`src/periph_config.svh`:
```
/*
 * Address map and data widths of the video-clock peripheral bus.
 * Bits 23:16 of the address pick the device. Any code not listed here
 * is unmapped and reads as zero.
 */
`ifndef PERIPH_CONFIG_SVH
`define PERIPH_CONFIG_SVH

// bus widths
`define PERIPH_ADDR_BITS 24
`define PERIPH_DATA_BITS 32
`define PERIPH_HALF_BITS 16

// region field of the address
`define PERIPH_REGION_MSB 23
`define PERIPH_REGION_LSB 16

// device region codes
`define PERIPH_REGION_STATUS 8'h20
`define PERIPH_REGION_DSP    8'h30
`define PERIPH_REGION_PAD    8'h40
`define PERIPH_REGION_COP    8'h50

// copper RAM holds 2048 half-words
`define COP_ADDR_BITS 11

`endif

```
`src/dsp_multiplier.sv`:
```
/*
 * Signed 16x16 multiplier. Operand a sits at address bit 2 = 0 and b
 * at bit 2 = 1. The product is registered on every edge, two edges
 * after an operand write.
 */
`timescale 1ns/1ps
`include "periph_config.svh"

module dsp_multiplier (
    input  logic                          vdp_clk,
    input  logic                          write_en,
    input  logic                          operand_sel,
    input  logic [`PERIPH_HALF_BITS-1:0]  write_data,
    output logic [`PERIPH_DATA_BITS-1:0]  result
);
    logic [`PERIPH_HALF_BITS-1:0] mult_a;
    logic [`PERIPH_HALF_BITS-1:0] mult_b;

    // flat enables keep the operands mappable to DSP input registers
    always_ff @(posedge vdp_clk) begin
        if (write_en && !operand_sel) begin
            mult_a <= write_data;
        end
        if (write_en && operand_sel) begin
            mult_b <= write_data;
        end
    end

    // signed only
    always_ff @(posedge vdp_clk) begin
        result <= $signed(mult_a) * $signed(mult_b);
    end

endmodule

```
`config.mk`:
```
export PLATFORM = sky130hd
export DESIGN_NAME = dsp_multiplier
export DESIGN_NICKNAME = d
export VERILOG_FILES = /design/src/dsp_multiplier.sv
export VERILOG_INCLUDE_DIRS = /design/src
export SDC_FILE = /design/constraint.sdc
export NUM_CORES = 1
export LEC_CHECK = 0
export BUFFER_PORTS_ARGS = -buffer_cell sky130_fd_sc_hd__buf_2
export CORE_MARGIN = 10
export CORE_UTILIZATION = 50
export CTS_CLUSTER_DIAMETER = 200
export DETAILED_ROUTE_END_ITERATION = 6
export PLACE_DENSITY = 0.67
export SLEW_MARGIN = 20
export SYNTH_ARGS = -nofsm -noshare
export SYNTH_HDL_FRONTEND = slang
export SYNTH_SLANG_ARGS = --single-unit
```
`constraint.sdc`:
```
create_clock -name vdp_clk -period 8.9 [get_ports vdp_clk]
set_clock_uncertainty 0.05 [all_clocks]
set_input_delay 0.445 -clock vdp_clk [delete_from_list [all_inputs] [get_ports vdp_clk]]
set_output_delay 0.445 -clock vdp_clk [all_outputs]
set_load 0.01 [all_outputs]
```
==> run summary <==
status: finished, final reports clean
All-Layer GR Usage: 18.57%
total number of vias: 7511
ys async rst share: 0%
Die H: 171.5 um
Clock transition at path regs: 60 ps
Remaining Overflow, GRT: 0
R2R depth: 18
clock tree root driver cell: clkbuf_16
initial antenna violation count: 0
DR iter-0 viols: 502
flop2flop setup slack: 2510 ps
Final TNS setup: 0 ps
Post-DRT Antenna Nets: 0
register bit total from synthesis: 64
Yosys top cell by area: fa_1
Initial Util: 50.81%
cell mode on critical path: fa_1
fin util: 54.40%
DR vias/cell: 5.134
CP cell instances: nand2_1, inv_1, fa_1, fa_1, fa_1, fa_1, fa_1, inv_1, fa_1, inv_1, ha_1, a21o_1, o21bai_1, a21oi_1, o211ai_2, or2_1, a2111o_1, o211ai_2
Hold Crit Depth: 1
final-stage net count: 1536
crit path launch type: register
CTS resizes: 0
Max-Cap Viols: 0
f_max: 156.5 MHz
Slew @ Worst Pin: 781.2 ps
fillcell total: 1992
number of top-level pins: 51
Core Region: 22570 um2
I/O Buffers: 50
Synth area leaders: fa_1 (46%), inv_1 (9.4%), ha_1 (8.9%)
Seq/Total Area, Yosys: 13.96%
post-synth top area share: 45.73%
hold path start: write_data[14]
Period Utilization, post-route: 71.79%
worst setup path class: reg2reg
arrival time at the worst endpoint: 6610 ps
hold buffers post-CTS: 0
class of the worst hold path: in2reg
Post-Synthesis Cells: 1146
pin count of the biggest net entering global routing: 17
post-detail-place hpwl: 20870 um
count of cell types in the netlist: 49
Layout Area Growth over Synthesis: 7.070%
Top FF cell, synth: edfxtp_1
share of cells above drive strength 1: 6.282%
Worst Slack Setup Final: 2511 ps
# clock sinks: 64
Final Hold Fails: 0
unrepaired setup endpoints after global routing: no
number of global-route vias before repair: 8339
Worst Setup Slack post-DPL: 2510 ps
Mapped Nets: 1509
TritonCTS clock tree: yes
Hold Slack: 245.6 ps
Avg Cell Area, Syn: 10.01 um2
first-pass GRT wire length: 42720 um
final WL: 25630 um
Rows: 55
Slew HR: 47.92%
Crit. End Element: register
Die ar.: 29400 um2
H-tree depth: 3
yosys warns: 0
# Post-CTS Setup Buffers: 0
data required time at the worst endpoint: 9120 ps
routed len/inst: 17.52 um
slowest CP cell: fa_1
final critical-path required period: 6389 ps
WHS Endpoint: mult_a[14]
worst r2r src: mult_a[15]
drt first pass iters: 5
drc violations: 0
crit-path max cell delay: 750 ps
cell area after synthesis: 11470 um2
GPL Wtd Cong: 0.8947
Critical R2R Capture: result[25]
CP max FO: 16
Worst-Skew Late Latency: 340 ps
ant diodes: 0
Num CTS Buffers: 9
clock buffer depth: 2
Post-synth EDFFs: 32
pins over their slew limit: 0
# setup viols final: 0
Chip Width: 171.5 um
[per-layer routing]
metal  routed length (um)  part of all wire, %  track usage [%]
met1                10840                   42            23.60
met2                12820                   50            32.26
met3                 1471                  5.7            3.094
met4                  494                  1.9            4.537
met5                    0                    0                0
[sequential cells by signal (all words and copies together) (netlist names)]
name    flops
mult_a     16
mult_b     16
result     32
[stage by stage]
stage / instances / instance area (um2)
global placement: 1447 / 11940
floorplan: 1146 / 11470
detailed placement: 1447 / 11940
finish: 1463 / 12280
global route: 1463 / 12280
CTS: 1463 / 12280
[worst max-delay path: cells and delay by family (launching register included)]
kind	cells	cell delay, ps
AO/OA/AOI/OAI	6	1280
adder cells (fa/ha/maj)	7	3660
buffers and inverters	3	210
flip-flops	1	610
AND/OR/NAND/NOR	2	500
[Yosys cell counts, drive strengths merged (5+ instances only)]
cell,instances
o21ai,11
nand2,127
xnor2,25
fa,262
inv,287
nor2,20
a21o,15
edfxtp,32
dfxtp,32
ha,82
a21oi,20
and2,127
nand2b,7
clkbuf,32
xor2,8
o211ai,5
nand3,6
[cell usage in the layout, fill, tap and decap left out, drive strengths merged, types with 4 or more instances in the layout]
master,count
dfxtp,32
a31oi,4
xor2,8
o21a,4
nand2b,7
buf,51
nor2,20
fa,262
clkbuf,11
a21o,15
nand2,127
and3,4
xnor2,25
o211ai,5
and2,127
inv,288
ha,82
o21bai,4
edfxtp,32
nand3,6
a21oi,20
o21ai,11
[how the worst max path moves through the flow]
stage / startpoint / endpoint
after floorplan: mult_a[15] / result[25]
after global placement: mult_b[1] / result[25]
after detailed placement: mult_b[1] / result[25]
after CTS: mult_b[1] / result[25]
after global routing: mult_b[1] / result[25]
final: mult_a[15] / result[25]
[cells by family (layout without fill, tap and decap cells)]
family	after synthesis	in the layout	share of synthesized area, %
fa+ha+maj	344	344	54.68
buf+inv	322	354	10.62
simple gates	304	304	13.40
compound gates	79	79	4.822
flops	64	64	13.96
xor+xnor	33	33	2.520
[layout make-up]
cell class	instances	area, um2	share of cell area (%)
clock buffers	11	232.7	1.895
clock inverters	5	103.9	0.8457
inverters	287	1077	8.773
multi-input cells	760	8650	70.44
flip-flops and latches	64	1602	13.04
well taps	285	356.6	2.904
repair buffers	51	257.7	2.099
Power is not shown: default switching activity piles up to over one toggle a cycle in this logic, so the estimate is an artifact.
