`src/periph_config.svh`:
```
/*
 * Address map and data widths of the video-clock peripheral bus.
 * Bits 23:16 of the address pick the device. Any code not listed here
 * is unmapped and reads as zero.
 */
`ifndef PERIPH_CONFIG_SVH
`define PERIPH_CONFIG_SVH

// bus widths
`define PERIPH_ADDR_BITS 24
`define PERIPH_DATA_BITS 32
`define PERIPH_HALF_BITS 16

// region field of the address
`define PERIPH_REGION_MSB 23
`define PERIPH_REGION_LSB 16

// device region codes
`define PERIPH_REGION_STATUS 8'h20
`define PERIPH_REGION_DSP    8'h30
`define PERIPH_REGION_PAD    8'h40
`define PERIPH_REGION_COP    8'h50

// copper RAM holds 2048 half-words
`define COP_ADDR_BITS 11

`endif

```
`src/periph_pkg.sv`:
```
/*
 * Shared enums of the peripheral bus.
 * periph_sel_t names the device of the single access in flight.
 */
package periph_pkg;

    // device chosen by the decoder
    typedef enum logic [2:0] {
        SEL_NONE   = 3'd0,
        SEL_STATUS = 3'd1,
        SEL_DSP    = 3'd2,
        SEL_PAD    = 3'd3,
        SEL_COP    = 3'd4
    } periph_sel_t;

    // decoder holds at most one access
    typedef enum logic {
        DEC_IDLE = 1'b0,
        DEC_BUSY = 1'b1
    } dec_state_t;

endpackage

```
`src/address_decoder.sv`:
```
/*
 * Stage 1: accepts one CPU access at a time and issues a one-cycle
 * device strobe. Address, data and strobes are held until the next access.
 * The CPU must keep valid and the payload stable until ready.
 */
`timescale 1ns/1ps
`include "periph_config.svh"

module address_decoder (
    input  logic                          vdp_clk,
    input  logic                          vdp_reset,
    input  logic                          cpu_mem_valid,
    input  logic [`PERIPH_ADDR_BITS-1:0]  cpu_address,
    input  logic [3:0]                    cpu_wstrb,
    input  logic [`PERIPH_DATA_BITS-1:0]  cpu_write_data,
    input  logic                          cpu_mem_ready,
    output periph_pkg::periph_sel_t       sel,
    output logic                          dev_write,
    output logic                          dev_read,
    output logic [`PERIPH_ADDR_BITS-1:0]  dev_addr,
    output logic [`PERIPH_DATA_BITS-1:0]  dev_wdata,
    output logic [3:0]                    dev_wstrb
);
    import periph_pkg::*;

    dec_state_t  state;
    periph_sel_t region_sel;
    logic        accept;

    // region byte to device
    always_comb begin
        case (cpu_address[`PERIPH_REGION_MSB:`PERIPH_REGION_LSB])
            `PERIPH_REGION_STATUS: region_sel = SEL_STATUS;
            `PERIPH_REGION_DSP:    region_sel = SEL_DSP;
            `PERIPH_REGION_PAD:    region_sel = SEL_PAD;
            `PERIPH_REGION_COP:    region_sel = SEL_COP;
            default:               region_sel = SEL_NONE;
        endcase
    end

    // valid is only looked at while idle, so a late drop after ready is harmless
    assign accept = (state == DEC_IDLE) && cpu_mem_valid;

    always_ff @(posedge vdp_clk) begin
        if (vdp_reset) begin
            state     <= DEC_IDLE;
            sel       <= SEL_NONE;
            dev_write <= 1'b0;
            dev_read  <= 1'b0;
        end else begin
            dev_write <= 1'b0;
            dev_read  <= 1'b0;
            case (state)
                DEC_IDLE: begin
                    if (accept) begin
                        state     <= DEC_BUSY;
                        sel       <= region_sel;
                        dev_write <= |cpu_wstrb;
                        dev_read  <= ~|cpu_wstrb;
                    end
                end
                default: begin
                    if (cpu_mem_ready) begin
                        state <= DEC_IDLE;
                    end
                end
            endcase
        end
    end

    // payload held from acceptance
    always_ff @(posedge vdp_clk) begin
        if (accept) begin
            dev_addr  <= cpu_address;
            dev_wdata <= cpu_write_data;
            dev_wstrb <= cpu_wstrb;
        end
    end

    // the arbiter only answers an access that was accepted
    assert property (@(posedge vdp_clk) disable iff (vdp_reset)
        (state == DEC_IDLE) |-> !cpu_mem_ready);

endmodule

```
`config.mk`:
```
export PLATFORM = sky130hd
export DESIGN_NAME = address_decoder
export DESIGN_NICKNAME = d
export VERILOG_FILES = /design/src/periph_pkg.sv /design/src/address_decoder.sv
export VERILOG_INCLUDE_DIRS = /design/src
export SDC_FILE = /design/constraint.sdc
export NUM_CORES = 1
export LEC_CHECK = 0
export ABC_AREA = 1
export BUFFER_PORTS_ARGS = -buffer_cell sky130_fd_sc_hd__buf_2
export CORE_MARGIN = 1
export CORE_UTILIZATION = 45
export CTS_CLUSTER_SIZE = 20
export DETAILED_ROUTE_END_ITERATION = 6
export MAX_ROUTING_LAYER = met4
export PLACE_DENSITY = 0.83
export SKIP_CTS_REPAIR_TIMING = 1
export SYNTH_ARGS = -nofsm -noshare
export SYNTH_HDL_FRONTEND = slang
export SYNTH_SLANG_ARGS = --single-unit
```
`constraint.sdc`:
```
create_clock -name vdp_clk -period 5 [get_ports vdp_clk]
set_input_delay 1 -clock vdp_clk [delete_from_list [all_inputs] [get_ports vdp_clk]]
set_output_delay 1 -clock vdp_clk [all_outputs]
set_load 0.1 [all_outputs]
```
==> impl_metrics.yaml <==
sta:
  worstMarginPinSlew_ps: 738
  slew_viol_final: 0
  finClkSkew_ps: 4.19
  rsz0062_at_grt: "no"
  setup_viol: 0
  timing.slew.headroom: 0.507
  fmax_mhz: 434
  fin_crit_sh: 0.461
  hold_viol_final: 0
  period_minus_slack_ps: 2300
  worst_hold_slack_ps: 472
  setup_tns_ps: 0
grt:
  grt_pass1_vias: 1354
  grt_max_degree: 39
  grt_overflow_total: 0
  grt_first_pass_wirelength_um: 6590
  grt_util_all_layers: 0.187
  antenna_found_initial: 0
logic_synthesis:
  ys_seq_area_frac: 0.897
  yosys.area.top_type: "edfxtp_1"
  async_flop_share: 0
  synth_commonest_cells: "edfxtp_1, nand2_1, inv_1, nor2_1, dfxtp_1"
  synth-edff-count: 60
  yosysMostFrequentCell: "edfxtp_1"
  ys_warn_count: 0
  netlist.area_leader.share: 0.841
  synth_area_leaders: "edfxtp_1, dfxtp_1, nand2_1"
  synth_seq_cells: 66
  yosys_most_used_dff: "edfxtp_1"
  syn_nets: 180
  netlist_instances: 116
  synth_area_um2: 2140
  avgSynthCellArea_um2: 18.5
  synth.distinct_cells: 13
finish:
  fin_util: 0.674
  drive_gt1_frac: 0.552
  finish.net_count: 320
  diodes: 0
  area_growth_pct: 40.8
worst_setup_path:
  slowest_stage: "nor2_4"
  cp_slowest_stage_delay_ps: 570
  r2r_cells: 2
  cpLargestDelayFamily: "buffers and inverters"
  start_kind: "input port"
  worstPathMaxFanout: 38
  path_class: "input port to flip-flop"
  reg2reg_from: "state"
  crit_chain: "buf_2 > inv_1 > nor2_4 > buf_4"
  critPathBufInv: 3
  cp-end-kind: "flip-flop"
  arrival_ps: 2260
  worstPathRequired_ps: 4960
  reg2reg_to: "dev_wdata[12]"
  r2r_setup_slack_ps: 3160
drt:
  vias: 1421
  viasPerCell: 4.54
  antenna_left: 0
  wire_per_inst_um: 14.3
  totalWireLength_um: 4480
  first_pass_iters: 7
  drc: 13
  drt_iter0_drc: 186
floorplanning:
  die-height_um: 71.0
  core_area_um2: 4470
  ioPinCount: 129
  start_util: 0.479
  design.die.area_um2: 5040
  placementRows: 24
  die_w_um: 71.0
clocking:
  clock_sinks: 66
  cts_root_buf: "clkbuf_8"
  clkTransAtPathRegs_ps: 60
  h-tree-depth: 3
  clock_path_buffers: 2
  cts_tree: "built"
  clk_latency_ps: 310
  cts_buffers: 9
worst_hold_path:
  holdPathEnd: "sel[1]"
  hold_path_class: "flip-flop to flip-flop"
  holdCritStartpoint: "sel[1]"
  whs_path_depth: 2
pwr:
  p_per_area_nw_per_um2: 435
  ir_drop_v: 0.000164
  leakage_nw: 1.37
outcome:
  violations: "design-rule violations"
  status: "finished, violations left"
placed_design:
  place.gp.congestion: 0.781
  portBuffers: 128
  hpwl_um: 3410
run:
  maxCapViolCount: 0
logic make-up after synthesis:
logic type	count (synthesis)	synth area share
AOI/OAI and AO/OA	4	0.0111
DFF	66	0.897
and+or+nand+nor	32	0.0672
buffers and inverters	14	0.0245
registers in the layout (all words and copies together) (netlist names):
name	count
dev_read	1
dev_wdata	32
sel	3
state	1
dev_write	1
dev_wstrb	4
dev_addr	24
worst register-to-register path, stage by stage, from the launching register on:
cell	delay, ps
dfxtp_1	340
nor2_4	600
buf_4	530
metrics by stage:
step	setup slack [ps]	std cells	area, um2	power, mW
3_3_place_gp	2410	297	2860	0.969
5_1_grt	2600	313	3020	1.36
3_5_place_dp	2370	297	2860	0.973
6_report	2700	313	3020	1.31
2_1_floorplan	2600	116	2140	0.913
4_1_cts	2710	313	3020	1.33
how the worst max path moves through the flow:
stage,start,end,cells past startpoint
6_report,cpu_mem_valid,dev_wdata[12],4
3_5_place_dp,cpu_mem_valid,dev_addr[9],4
3_3_place_gp,cpu_mem_valid,dev_wdata[9],4
5_1_grt,cpu_mem_valid,dev_wdata[12],4
4_1_cts,cpu_mem_valid,dev_wdata[12],4
2_1_floorplan,cpu_mem_valid,dev_addr[0],2
final cells by class:
cell class | count | area, um2
Clock buffer | 10 | 128
Clock inverter | 6 | 33.8
Fill cell | 332 | 1460
Inverter | 14 | 52.6
Multi-Input combinational cell | 36 | 168
Sequential cell | 66 | 1920
Tap cell | 52 | 65.1
Timing Repair Buffer | 129 | 648
cells in the final DEF, fill, tap and decap left out:
cell,n
nand3_1,5
dfxtp_1,6
edfxtp_1,60
o31ai_1,1
clkbuf_8,9
buf_2,128
buf_4,1
clkinvlp_4,3
clkinv_1,3
o21ai_0,1
nor2_2,1
clkbuf_1,1
a31oi_1,1
inv_1,14
nor2_1,9
nand2_4,1
nand2_1,15
a21oi_1,1
nor2_4,1
report_power, final:
group | switching (mW) | internal [mW] | leakage [nW] | total [mW]
Combinational | 0.268 | 0.0416 | 0.675 | 0.310
Sequential | 0.00791 | 0.642 | 0.625 | 0.650
Clock | 0.178 | 0.175 | 0.0710 | 0.353
metal layers:
| metal | global-route usage | routed length (um) | vias to the layer above |
|---|---|---|---|
| li1 | - | - | 690 |
| met1 | 0.209 | 1740 | 652 |
| met2 | 0.311 | 2310 | 77 |
| met3 | 0.0484 | 393 | 2 |
| met4 | 0.0978 | 34 | 0 |
| met5 | - | 0 | - |
Note: power is estimated with default switching activity, not from simulation.
