**src/periph_config.svh**
```systemverilog
/*
 * Address map and data widths of the video-clock peripheral bus.
 * Bits 23:16 of the address pick the device. Any code not listed here
 * is unmapped and reads as zero.
 */
`ifndef PERIPH_CONFIG_SVH
`define PERIPH_CONFIG_SVH

// bus widths
`define PERIPH_ADDR_BITS 24
`define PERIPH_DATA_BITS 32
`define PERIPH_HALF_BITS 16

// region field of the address
`define PERIPH_REGION_MSB 23
`define PERIPH_REGION_LSB 16

// device region codes
`define PERIPH_REGION_STATUS 8'h20
`define PERIPH_REGION_DSP    8'h30
`define PERIPH_REGION_PAD    8'h40
`define PERIPH_REGION_COP    8'h50

// copper RAM holds 2048 half-words
`define COP_ADDR_BITS 11

`endif

```
**src/periph_pkg.sv**
```systemverilog
/*
 * Shared enums of the peripheral bus.
 * periph_sel_t names the device of the single access in flight.
 */
package periph_pkg;

    // device chosen by the decoder
    typedef enum logic [2:0] {
        SEL_NONE   = 3'd0,
        SEL_STATUS = 3'd1,
        SEL_DSP    = 3'd2,
        SEL_PAD    = 3'd3,
        SEL_COP    = 3'd4
    } periph_sel_t;

    // decoder holds at most one access
    typedef enum logic {
        DEC_IDLE = 1'b0,
        DEC_BUSY = 1'b1
    } dec_state_t;

endpackage

```
**src/board_io.sv**
```systemverilog
/*
 * Board device: status LEDs and a gamepad mock fed from three buttons.
 * Buttons are assumed already synchronous to vdp_clk.
 * Pad control bit 0 is latch, bit 1 is the shift clock.
 */
`timescale 1ns/1ps
`include "periph_config.svh"

module board_io (
    input  logic                          vdp_clk,
    input  logic                          vdp_reset,
    input  periph_pkg::periph_sel_t       sel,
    input  logic                          dev_write,
    input  logic [`PERIPH_DATA_BITS-1:0]  dev_wdata,
    input  logic                          btn1,
    input  logic                          btn2,
    input  logic                          btn3,
    output logic                          led_r,
    output logic                          led_b,
    output logic [1:0]                    status_rdata,
    output logic                          pad_rdata
);
    import periph_pkg::*;

    logic [1:0]  status;
    logic [1:0]  pad_ctrl;
    logic        pad_clk_r;
    logic [15:0] pad_shift;
    logic        pad_latch;
    logic        pad_clk;

    assign pad_latch = pad_ctrl[0];
    assign pad_clk   = pad_ctrl[1];

    // led_r on out of reset
    always_ff @(posedge vdp_clk) begin
        if (vdp_reset) begin
            status <= 2'b01;
        end else if (dev_write && sel == SEL_STATUS) begin
            status <= dev_wdata[1:0];
        end
    end

    assign led_r        = status[0];
    assign led_b        = status[1];
    assign status_rdata = status;

    always_ff @(posedge vdp_clk) begin
        if (vdp_reset) begin
            pad_ctrl  <= 2'b00;
            pad_clk_r <= 1'b0;
        end else begin
            if (dev_write && sel == SEL_PAD) begin
                pad_ctrl <= dev_wdata[1:0];
            end
            pad_clk_r <= pad_clk;
        end
    end

    // btn1, btn3 and btn2 stand in for left, right and B
    always_ff @(posedge vdp_clk) begin
        if (pad_latch) begin
            pad_shift <= {8'b0, btn1, btn3, 5'b0, btn2};
        end
        // rising shift clock wins over latch
        if (pad_clk && !pad_clk_r) begin
            pad_shift <= {1'b0, pad_shift[15:1]};
        end
    end

    assign pad_rdata = pad_shift[0];

endmodule

```
**config.mk**
```make
export PLATFORM = sky130hd
export DESIGN_NAME = board_io
export DESIGN_NICKNAME = d
export VERILOG_FILES = /design/src/periph_pkg.sv /design/src/board_io.sv
export VERILOG_INCLUDE_DIRS = /design/src
export SDC_FILE = /design/constraint.sdc
export NUM_CORES = 1
export LEC_CHECK = 0
export ABC_AREA = 0
export BUFFER_PORTS_ARGS = -buffer_cell sky130_fd_sc_hd__buf_4
export CELL_PAD_IN_SITES_DETAIL_PLACEMENT = 1
export CELL_PAD_IN_SITES_GLOBAL_PLACEMENT = 1
export CORE_UTILIZATION = 28
export CTS_CLUSTER_SIZE = 40
export DETAILED_ROUTE_END_ITERATION = 10
export GPL_TIMING_DRIVEN = 1
export PLACE_DENSITY_LB_ADDON = 0.1
export SLEW_MARGIN = 30
export SYNTH_ARGS = -nofsm -noshare
export SYNTH_HDL_FRONTEND = slang
export SYNTH_SLANG_ARGS = --single-unit
export TNS_END_PERCENT = 5
```
**constraint.sdc**
```tcl
create_clock -name vdp_clk -period 2 [get_ports vdp_clk]
set_clock_uncertainty 0.15 [all_clocks]
set_input_delay 0.1 -clock vdp_clk [delete_from_list [all_inputs] [get_ports vdp_clk]]
set_output_delay 0.1 -clock vdp_clk [all_outputs]
set_load 0.02 [all_outputs]
```
==> results.md <==
* Status: finished, final reports clean
* GP Congestion at 0.654
* Top_reg_cell synth: edfxtp_1
* DRC violations left at 0
* Combinational Power Share at 10.1%
* Seq/Total Area, Yosys at 59.9%
* Warnings from Yosys at 0
* Final critical-path required period at 1.49 ns
* CTS Buffer Depth at 2
* Top cell type's share of synthesized area at 42.3%
* Clk slew on worst S/H paths at 0.09 ns
* Gr ovfl total at 0
* H-tree lvl count at 1
* Compound-Gate Fraction of Synth Area at 0%
* Total Routing Usage GR at 12.2%
* Synth Net Count at 81
* Startpoint Class: primary input
* Largest net degree at the start of global routing at 10
* Kind of critical path: in2reg
* Fmax achieved at 673 MHz
* FILL cells at 201
* Post-CTS setup-driven buffer insertion count at 0
* RSZ-0062 raised after global routing: no
* Post-synth ARST share at 0%
* Critical path arrival at 1.50 ns
* Drt total wl at 1080 µm
* Worst-path fanout max at 2
* Mapped Area at 568 µm²
* Worst reg2reg path depth at 2
* Most area-hungry cell type in the Yosys netlist: edfxtp_1
* # IOs at 46
* Cell count of the worst hold path at 3
* Initial antenna violation count at 0
* Core ar. at 0.00182 mm²
* Setup TNS at 0 ns
* Synth Register Bits at 13
* First-pass GRT wire length at 1750 µm
* Vias in the first global route at 396
* Clock Sinks at 13
* Hold Vio Cnt, Final at 0
* CTS tree: built
* Die area at 0.00221 mm²
* Max IR drop VDD at 0.294 mV
* Post-synthesis adder-cell area fraction at 0%
* Synth Instances at 40
* Slew Limit Fails at 0
* Drt first pass iters at 3
* Tightest Pin Transition at 0.348 ns
* Antenna Nets Post-Route at 0
* Top-count cell post-synth: edfxtp_1
* Port Buffers at 15
* Top post-synthesis cells by area: edfxtp_1 42%, dfxtp_1 18%, mux2i_1 7.0%
* Synth Area in XOR/XNOR at 0%
* Post-Synth Simple-Gate Area at 22.5%
* Area delta synth->final at 36.8%
* Post-DP HPWL at 733 µm
* Die X at 47.0 µm
* Max-slew headroom at 76.8%
* DR vias at 363
* N_diodes at 0
* Clk pwr share at 32.2%
* Fin nets at 104
* Sequential share of power at 57.6%
* NetSw at 0.106 mW
* Tot Pwr at 0.507 mW
* Net switching fraction of the power at 21.0%
* Cts bufs inserted at 3
* Post-synth EDFFs at 8
* Static Leak at 0.318 nW
* Layout Utilization at 42.7%
* Initial DRC Count at 2
* Syn Area/Cell at 14.2 µm²
* DR WL/cell at 12.4 µm
* Die Y at 47.0 µm
* Synth cell count leaders: 8 x edfxtp_1, 5 x and2_2, 5 x dfxtp_1, 4 x mux2i_1, 4 x nand2b_1
* Crit end category: flip-flop
* Distinct cell type count after synthesis at 16
* Placed Cells at 77
* P per Cell Area at 652 mW/mm²
* Clock latency on the worst-skew pair at 0.27 ns
* Multiplexer area fraction after synthesis at 12.3%
* Pint at 0.400 mW
* Starting Density at 31.2%
* Fraction of layout cells with a size suffix above 1 at 41.9%
* Fin cells at 87
* Clock root cell: clkbuf_4
* Number of cell rows at 15
* Max-Cap Viols at 0
* Worst hold slack at 0.144 ns
* Data required time at the worst endpoint at 2.01 ns
* Post-DR vias/cell at 4.17
* Period utilisation layout at 74.3%
* Main combinational cell family by area after synthesis: simple AND/OR/NAND/NOR gates
* Min-delay worst type: in2reg
* # setup viols final at 0
[flip-flops by register name, summed over array words and instances, names as in the netlist]
name / count
pad_shift: 8
pad_ctrl: 2
status_rdata: 2
pad_clk_r: 1
[cell usage in the layout (no fill, tap or decap)]
| cell type | instances |
|---|---|
| mux2_4 | 2 |
| buf_4 | 14 |
| mux2i_1 | 4 |
| clkbuf_1 | 1 |
| dlymetal6s4s_1 | 1 |
| and4bb_2 | 1 |
| and2b_1 | 1 |
| edfxtp_1 | 8 |
| or2_1 | 1 |
| clkbuf_4 | 3 |
| and4b_1 | 1 |
| dfxtp_1 | 5 |
| nor2b_4 | 1 |
| nand2b_1 | 4 |
| or2b_1 | 1 |
| and2_2 | 5 |
| inv_1 | 1 |
| nor2_1 | 2 |
| dlygate4sd3_1 | 6 |
[layer usage]
metal | global-route usage (%) | part of all wire [%] | up-vias
met5 | 0 | 0 | -
met4 | 6.86 | 0.37 | 0
met3 | 2.31 | 2.8 | 2
met2 | 21.7 | 55 | 6
met1 | 13.5 | 41 | 177
li1 | - | - | 178
[through the flow]
step	instance area, µm²	setup WS (ns)
global placement	686	0.643
floorplan	568	0.737
detailed placement	686	0.601
finish	777	0.513
CTS	792	0.00301
global route	777	0.435
[worst paths after layout]
check,end,from,slack (ns)
max,status_rdata[0]$_SDFFE_PP1P_,dev_wdata[0],0.51
min,status_rdata[1]$_SDFFE_PP0P_,dev_write,0.14
max reg2reg,pad_shift[2]$_SDFFCE_PN0P_,pad_ctrl[1]$_SDFFE_PP0P_,0.58
min reg2reg,status_rdata[1]$_SDFFE_PP0P_,status_rdata[1]$_SDFFE_PP0P_,0.36
[kinds of logic (layout without fill, tap and decap cells)]
logic type | Yosys count | count (layout)
DFF | 13 | 13
buffers and inverters | 4 | 26
muxes | 6 | 6
and+or+nand+nor | 17 | 17
[cell type report]
cell class	count	area [µm²]	area share, %
clock buffer	4	26.3	3.38
inverter	1	3.75	0.483
multi-input combinational	23	198	25.4
sequential	13	340	43.8
tap	25	31.3	4.03
timing repair buffer	21	178	22.9
[worst max-delay path, stage by stage]
cell and delay, ns:
dlygate4sd3_1 0.53, buf_4 0.14, nor2_1 0.09, mux2i_1 0.08, dlygate4sd3_1 0.56
[power by group through the flow]
stage	clock network, mW	registers [mW]	logic [mW]
3_3_place_gp	0	0.298	0.0399
5_1_grt	0.181	0.293	0.0548
4_1_cts	0.173	0.292	0.0541
3_5_place_dp	0	0.298	0.0425
2_1_floorplan	0	0.300	0.0195
6_report	0.163	0.292	0.0512
[repair_timing]
item,CTS,global route
setup endpoints to repair,0,1
hold endpoints to repair,8,0
hold buffers,8,0
resized for setup,0,1
(Power assumes the default switching activity.)
