==> src/periph_config.svh <==
/*
 * Address map and data widths of the video-clock peripheral bus.
 * Bits 23:16 of the address pick the device. Any code not listed here
 * is unmapped and reads as zero.
 */
`ifndef PERIPH_CONFIG_SVH
`define PERIPH_CONFIG_SVH

// bus widths
`define PERIPH_ADDR_BITS 24
`define PERIPH_DATA_BITS 32
`define PERIPH_HALF_BITS 16

// region field of the address
`define PERIPH_REGION_MSB 23
`define PERIPH_REGION_LSB 16

// device region codes
`define PERIPH_REGION_STATUS 8'h20
`define PERIPH_REGION_DSP    8'h30
`define PERIPH_REGION_PAD    8'h40
`define PERIPH_REGION_COP    8'h50

// copper RAM holds 2048 half-words
`define COP_ADDR_BITS 11

`endif

==> src/periph_pkg.sv <==
/*
 * Shared enums of the peripheral bus.
 * periph_sel_t names the device of the single access in flight.
 */
package periph_pkg;

    // device chosen by the decoder
    typedef enum logic [2:0] {
        SEL_NONE   = 3'd0,
        SEL_STATUS = 3'd1,
        SEL_DSP    = 3'd2,
        SEL_PAD    = 3'd3,
        SEL_COP    = 3'd4
    } periph_sel_t;

    // decoder holds at most one access
    typedef enum logic {
        DEC_IDLE = 1'b0,
        DEC_BUSY = 1'b1
    } dec_state_t;

endpackage

==> src/bus_arbiter.sv <==
/*
 * Stage 3: read-back mux and ready. The strobe is staged for one edge
 * while the device acts, then ready rises for exactly one cycle.
 * Writes, unmapped and copper accesses return zero.
 */
`timescale 1ns/1ps
`include "periph_config.svh"

module bus_arbiter (
    input  logic                          vdp_clk,
    input  logic                          vdp_reset,
    input  periph_pkg::periph_sel_t       sel,
    input  logic                          dev_write,
    input  logic                          dev_read,
    input  logic [1:0]                    status_rdata,
    input  logic [`PERIPH_DATA_BITS-1:0]  dsp_rdata,
    input  logic                          pad_rdata,
    output logic                          cpu_mem_ready,
    output logic [`PERIPH_DATA_BITS-1:0]  cpu_read_data
);
    import periph_pkg::*;

    periph_sel_t                  sel_q;
    logic                         req_q;
    logic                         rd_q;
    logic [`PERIPH_DATA_BITS-1:0] mux_data;

    // staged while the device does its access
    always_ff @(posedge vdp_clk) begin
        if (vdp_reset) begin
            req_q <= 1'b0;
            rd_q  <= 1'b0;
            sel_q <= SEL_NONE;
        end else begin
            req_q <= dev_write || dev_read;
            rd_q  <= dev_read;
            sel_q <= sel;
        end
    end

    always_comb begin
        case (sel_q)
            SEL_STATUS: mux_data = {{(`PERIPH_DATA_BITS-2){1'b0}}, status_rdata};
            SEL_DSP:    mux_data = dsp_rdata;
            SEL_PAD:    mux_data = {{(`PERIPH_DATA_BITS-1){1'b0}}, pad_rdata};
            default:    mux_data = '0;
        endcase
    end

    always_ff @(posedge vdp_clk) begin
        if (vdp_reset) begin
            cpu_mem_ready <= 1'b0;
        end else begin
            cpu_mem_ready <= req_q;
        end
    end

    // data only changes with the answer
    always_ff @(posedge vdp_clk) begin
        if (req_q) begin
            cpu_read_data <= rd_q ? mux_data : '0;
        end
    end

    // one outstanding access means one ready per access
    assert property (@(posedge vdp_clk) disable iff (vdp_reset)
        cpu_mem_ready |=> !cpu_mem_ready);

endmodule

==> config.mk <==
export PLATFORM = sky130hd
export DESIGN_NAME = bus_arbiter
export DESIGN_NICKNAME = d
export VERILOG_FILES = /design/src/periph_pkg.sv /design/src/bus_arbiter.sv
export VERILOG_INCLUDE_DIRS = /design/src
export SDC_FILE = /design/constraint.sdc
export NUM_CORES = 1
export LEC_CHECK = 0
export ABC_AREA = 1
export BUFFER_PORTS_ARGS = -buffer_cell sky130_fd_sc_hd__buf_2
export CORE_MARGIN = 2
export CORE_UTILIZATION = 42
export CTS_BUF_LIST = sky130_fd_sc_hd__clkbuf_2
export CTS_CLUSTER_SIZE = 14
export DETAILED_ROUTE_END_ITERATION = 8
export PLACE_DENSITY_LB_ADDON = 0.08
export REMOVE_ABC_BUFFERS = 1
export SLEW_MARGIN = 20
export SYNTH_ARGS = -nofsm -noshare
export SYNTH_HDL_FRONTEND = slang
export SYNTH_SLANG_ARGS = --single-unit
export TNS_END_PERCENT = 5
==> constraint.sdc <==
create_clock -name vdp_clk -period 1.4 [get_ports vdp_clk]
set_input_delay 0.21 -clock vdp_clk [delete_from_list [all_inputs] [get_ports vdp_clk]]
set_output_delay 0.21 -clock vdp_clk [all_outputs]
set_load 0.01 [all_outputs]
==> results of run 1 <==
[area by class of cell]
type | instances | area (um^2) | share of cell area [%]
Clock buffer | 6 | 30.0 | 1.50
Inverter | 11 | 41.3 | 2.07
Clock inverter | 2 | 8.76 | 0.439
Multi-Input combinational cell | 77 | 314 | 15.7
Tap cell | 46 | 57.6 | 2.88
Sequential cell | 38 | 1080 | 54.2
Timing Repair Buffer | 84 | 463 | 23.2
[per-layer routing]
layer	global-route usage [%]	wire [um]	vias to the layer above
met1	14.3	1100	518
li1	-	-	589
met5	0	0	-
met3	7.14	248	2
met2	27.2	1590	46
met4	5.71	15	0
[metrics by stage]
step	utilization (%)	instance area (um^2)	setup slack (ns)	cells	hold slack, ns
after floorplan	-	1440	0.0256	126	0.281
after global placement	56.1	1890	0.366	249	0.415
after detailed placement	56.1	1890	0.292	249	0.424
after CTS	57.6	1940	0.219	258	0.00333
after global routing	59.3	2000	0.146	264	0.0177
final	59.3	2000	0.185	264	0.0461
[worst reg2reg max path, stage by stage (launching register included)]
cell     delay, ns
dfxtp_1       0.41
inv_1         0.10
nand2_4       0.27
nor2_1        0.10
[final timing paths]
| path | startpoint | depth (start not counted) | endpoint |
|---|---|---|---|
| worst min register to register | req_q | 3 | cpu_mem_ready |
| worst min-delay path | dev_read | 3 | req_q |
| worst max-delay path | sel[0] | 5 | sel_q[0] |
| worst max register to register | sel_q[0] | 3 | cpu_read_data[3] |
[repair_timing]
item,in CTS,in global routing
hold endpoints to repair,1,6
hold buffers,1,6
buffers inserted,0,0
[state kept, by name, indices dropped and copies added, names as in the netlist]
register       cells
rd_q               1
sel_q              3
req_q              1
cpu_read_data     32
cpu_mem_ready      1
[kinds of logic (layout without fill, tap and decap cells)]
logic type	after synthesis	in the layout	synth area share, %
AOI/OAI and AO/OA	2	2	0.674
and+or+nand+nor	75	75	20.5
DFF	38	38	72.8
buffers and inverters	17	103	6.07
[cell usage in the layout, fill, tap and decap left out, types with 3 or more instances in the layout]
cell / synthesis / layout
buf_2: 3 / 74
nor2_1: 37 / 37
nand2_1: 32 / 32
edfxtp_1: 32 / 32
inv_1: 11 / 11
dlygate4sd3_1: 0 / 7
clkbuf_2: 0 / 6
dfxtp_1: 6 / 6
buf_4: 0 / 3
[power by group]
part / internal [W] / switching (W)
combinational: 0.0000814 / 0.0000956
sequential: 0.00124 / 0.00000604
clock: 0.000123 / 0.000329
==> results by group, run 1 <==
Power
  • Maximum VDD drop: 657 uV
  • Leakage power total: ~1 nW
  • Power Density: 940 nW/um^2
  • Total power: 0.00188 W

CTS
  • Number of levels in the clock H-tree: 2
  • # resized after CTS: 0
  • Clock edge transition at the registers on the reported setup and hold paths: ~0.18 ns
  • Number of clock sinks seen by CTS: 38
  • Clock latency of the later-clocked register in the worst-skew pair: between 0.3 and 0.4 ns
  • TritonCTS buffer count: 5
  • Clock Tree Buf Depth: 2
  • CTS root buf: clkbuf_2
  • TritonCTS clock tree: yes

STA
  • Transition time of the tightest slew-check pin: 0.309 ns
  • Final setup vio count: 0
  • Hold Fails Final Rpt: 0
  • Final critical delay including setup and external delays: 1.22 ns
  • Slew Viols, Final: 0
  • Part of the cycle the worst path needs: 86.8%
  • Achievable clock frequency: 823 MHz
  • Final sum of negative setup slack: 0 ns
  • Worst setup skew after layout: 0.0164 ns
  • RSZ-0062 raised after global routing: false
  • Headroom to the max-slew limit: 79.4%

Yosys
  • Proportion of synthesized flip-flops having asynchronous set or reset: 0%
  • Post-synthesis sequential element count: 38
  • Average cell area after synthesis: about 11 um^2
  • Most frequent cell after synthesis: nor2_1
  • Number of enable flip-flop cells after synthesis: 32
  • Yosys top cell by area: edfxtp_1
  • Ranking of synthesized cells by instance count: 37 x nor2_1, 32 x edfxtp_1, 32 x nand2_1
  • Main flop type after synthesis: edfxtp_1
  • Synthesis warning total: 0
  • Synthesized cell area: 1490 um^2
  • Seq/Total Area, Yosys: 72.8%
  • Proportion of netlist area held by the largest area contributor: 64.7%
  • Post-synthesis cell count: approximately 130
  • Top post-synthesis cells by area: edfxtp_1 65%, nor2_1 9.4%, dfxtp_1 8.1%
  • Distinct cell type count after synthesis: 12

Route
  • Number of vias per cell after detailed routing: ~4.4
  • Post-detailed-routing wire length: just under 3000 um
  • Number of vias in the routed layout: 1155
  • DRC marker count from the first detailed-route iteration: 25
  • Antenna-violating nets left: 0
  • Mean routed wirelength per cell: 11.2 um
  • DRC violations left: 0
  • Drt first pass iters: 4

Floorplanning
  • Die area: 4030 um^2
  • Number of I/O pins: 75
  • Standard cell core area: 3360 um^2
  • Die Span X: between 60 and 70 um
  • Vertical die dimension: ~63 um
  • Std-Cell Rows: 21
  • Starting utilization of the core area: 44.2%

Critical path
  • Worst-path maximum fanout: 1
  • Cell-by-cell listing of the critical path: dlygate4sd3_1 > buf_2 > inv_1 > nor2_1 > dlygate4sd3_1
  • Critical path's top delay family: buffers and inverters
  • Critical Path End Type: flip-flop
  • Sort of element at the start of the critical path: primary input
  • CP bufs+invs: 4
  • Crit path DAT: 1.51 ns
  • Most common cell type on the critical path: dlygate4sd3_1
  • Critical path required time: 1.69 ns
  • Worst path slowest cell: dlygate4sd3_1
  • Delay contributed by the slowest stage of the critical path: 0.55 ns
  • WS Path Type: primary input to flip-flop
  • Register-to-register setup slack: around 0.27 ns

Place
  • Routability Congestion: 0.697
  • Detailed Place HPWL: 2040 um
  • # port buffers: 74

Cells and area
  • Area growth from synthesis to layout: 34.4%
  • Ant diodes: 0
  • Number of filler cells placed in the layout: ~320
  • Fraction of final layout cells with drive strength greater than 1: roughly two fifths
  • Total Nets Final: around 260

Flow run
  • # Max-Cap Violations: 0

Global routing
  • Number of antenna violations at the first check in global routing: 0
  • Total GRT Usage: approximately 15%
  • Remaining global-route overflow: 0
  • Number of global-route vias before repair: 1083
  • Global-route wire length before repair: 4490 um
  • Maximum number of pins on one net before global-route repair: 32

Run status
  • Status: complete, no violations

Worst hold path
  • Worst Hold Class: primary input to flip-flop
Power figures use the tool's default switching activity.
==> run 2: changes to the inputs <==
- CORE_UTILIZATION: 42 -> 35
==> run 2 against run 1 <==
Die area rose by 19%. Clock skew fell by 0.0093 ns. Via count fell by 2.4%. Sequential cell count did not move. Sequential share of layout area rose by 0.97 points. Combinational power fell by 5%. Core utilization fell by 11 points. Worst setup slack improved by 0.060 ns. Clock power rose by 3%. Critical path type is now flip-flop to output port.
==> results by group, run 2 (synthesized netlist as in run 1, its figures left out) <==
Critical path
  • Launch point of the worst path: cpu_read_data[31]
  • Critical Path End Type: output port
  • WS Path Type: flip-flop to output port
  • Worst path depth: 1
  • Reg-to-reg endpoint: cpu_read_data[2]
  • Sort of element at the start of the critical path: flip-flop
  • CP bufs+invs: 1
  • Worst-path maximum fanout: 1
  • Capture point of the worst path: cpu_read_data[31]
  • Critical path's top delay family: flip-flops
  • Source of the worst register-to-register timing path: sel_q[0]
  • Crit path DAT: 0.95 ns
  • Cell-by-cell listing of the critical path: buf_2
  • Delay contributed by the slowest stage of the critical path: 0.42 ns
  • Register-to-register setup slack: 0.28 ns
  • Worst path slowest cell: edfxtp_1
  • Critical path required time: between 1 and 1.5 ns
  • Depth of the worst register-to-register path: 3

Cells and area
  • Commonest non-fill, non-tap cell in the layout: buf_2
  • Utilization after layout: 48.7%
  • Registers with the most flip-flops: cpu_read_data: 32 flops, sel_q: 3 flops
  • Area growth from synthesis to layout: 32.0%
  • Number of filler cells placed in the layout: 407
  • Ant diodes: 0
  • Most used cells in the layout excluding fill and tap cells: 74 x buf_2, 37 x nor2_1, 32 x nand2_1, 32 x edfxtp_1, 11 x inv_1
  • Fraction of final layout cells with drive strength greater than 1: 40.2%
  • Max reg flops: 32
  • Area used by multi-input combinational logic: 314 um^2
  • Register name with the most flops: cpu_read_data
  • Total Nets Final: 255
  • Register Area: between 1000 and 1500 um^2

Route
  • DRC marker count from the first detailed-route iteration: 57
  • DRC violations left: 0
  • Number of vias in the routed layout: about 1100
  • Antenna-violating nets left: 0
  • Mean routed wirelength per cell: 11.7 um
  • Number of vias per cell after detailed routing: 4.27
  • Drt first pass iters: 4
  • Post-detailed-routing wire length: 3090 um

Global routing
  • Number of antenna violations at the first check in global routing: 0
  • Global-route wire length before repair: 5090 um
  • Remaining global-route overflow: 0
  • Total GRT Usage: 13.5%
  • Maximum number of pins on one net before global-route repair: 32
  • Number of global-route vias before repair: between 1000 and 1500

Floorplanning
  • Std-Cell Rows: 23
  • Vertical die dimension: 69.1 um
  • Number of I/O pins: 75
  • Die Span X: 69.1 um
  • Die area: 4780 um^2
  • Starting utilization of the core area: 36.9%
  • Standard cell core area: 4030 um^2

CTS
  • Clock Tree Buf Depth: 2
  • Cts hold-fix bufs: 3
  • Number of clock sinks seen by CTS: 38
  • Clock latency of the later-clocked register in the worst-skew pair: 0.37 ns
  • # resized after CTS: 0
  • Clock edge transition at the registers on the reported setup and hold paths: 0.18 ns
  • TritonCTS buffer count: 5
  • TritonCTS clock tree: yes
  • Number of setup buffers added after CTS: 0
  • CTS root buf: clkbuf_2
  • Number of levels in the clock H-tree: 2

Flow run
  • # Max-Cap Violations: 0

Place
  • Routability Congestion: 0.702
  • # port buffers: between 70 and 80
  • Detailed Place HPWL: between 2000 and 2500 um

STA
  • Hold Fails Final Rpt: 0
  • Final critical delay including setup and external delays: 1.16 ns
  • Final sum of negative setup slack: 0 ns
  • Part of the cycle the worst path needs: 82.5%
  • Slew Viols, Final: 0
  • Headroom to the max-slew limit: 78.6%
  • Final setup vio count: 0
  • Worst setup skew after layout: about 0.007 ns
  • Transition time of the tightest slew-check pin: 0.321 ns
  • Worst hold slack: 0.0404 ns
  • Achievable clock frequency: 866 MHz
  • RSZ-0062 raised after global routing: false

Power
  • Maximum VDD drop: between 400 and 500 uV
  • Power Density: between 900 and 1000 nW/um^2
  • Leakage power total: 0.974 nW

Worst hold path
  • Worst Hold Class: primary input to flip-flop

Run status
  • Status: complete, no violations
-- run 2: how the worst min path moves through the flow --
stage / start / endpoint / slack (ns) / cells past startpoint
after CTS: dev_read / rd_q / 0.01 / 3
after global placement: sel[2] / sel_q[2] / 0.42 / 3
after global routing: dev_read / rd_q / 0.007 / 3
after detailed placement: sel[0] / sel_q[0] / 0.43 / 3
after floorplan: vdp_reset / rd_q / 0.28 / 1
final: dev_read / rd_q / 0.04 / 3
-- run 2: cell type report --
type / instances / area share (%)
Clock buffer: 7 / 1.79
Clock inverter: 1 / 0.191
Inverter: 11 / 2.11
Multi-Input combinational cell: 77 / 16.0
Sequential cell: 38 / 55.1
Tap cell: 50 / 3.19
Timing Repair Buffer: 80 / 21.6
-- run 2: report_power, final --
group	total, W	switching [W]	internal (W)
logic	0.000169	0.0000950	0.0000742
registers	0.00125	0.00000584	0.00124
clock network	0.000467	0.000333	0.000134
-- run 2: layer usage --
metal	share of wire, %	track usage (%)
met3	8.3	6.14
met1	41	13.9
met2	49	23.7
met5	0	0
met4	0.91	5.23
-- run 2: per-stage QoR --
step | setup WS, ns | area [um^2] | power [W] | instances
after detailed placement | 0.286 | 1890 | 0.00144 | 253
after floorplan | 0.0256 | 1440 | 0.00135 | 126
after global placement | 0.358 | 1890 | 0.00143 | 253
after global routing | 0.160 | 1960 | 0.00199 | 264
after CTS | 0.212 | 1960 | 0.00191 | 264
final | 0.245 | 1960 | 0.00188 | 264
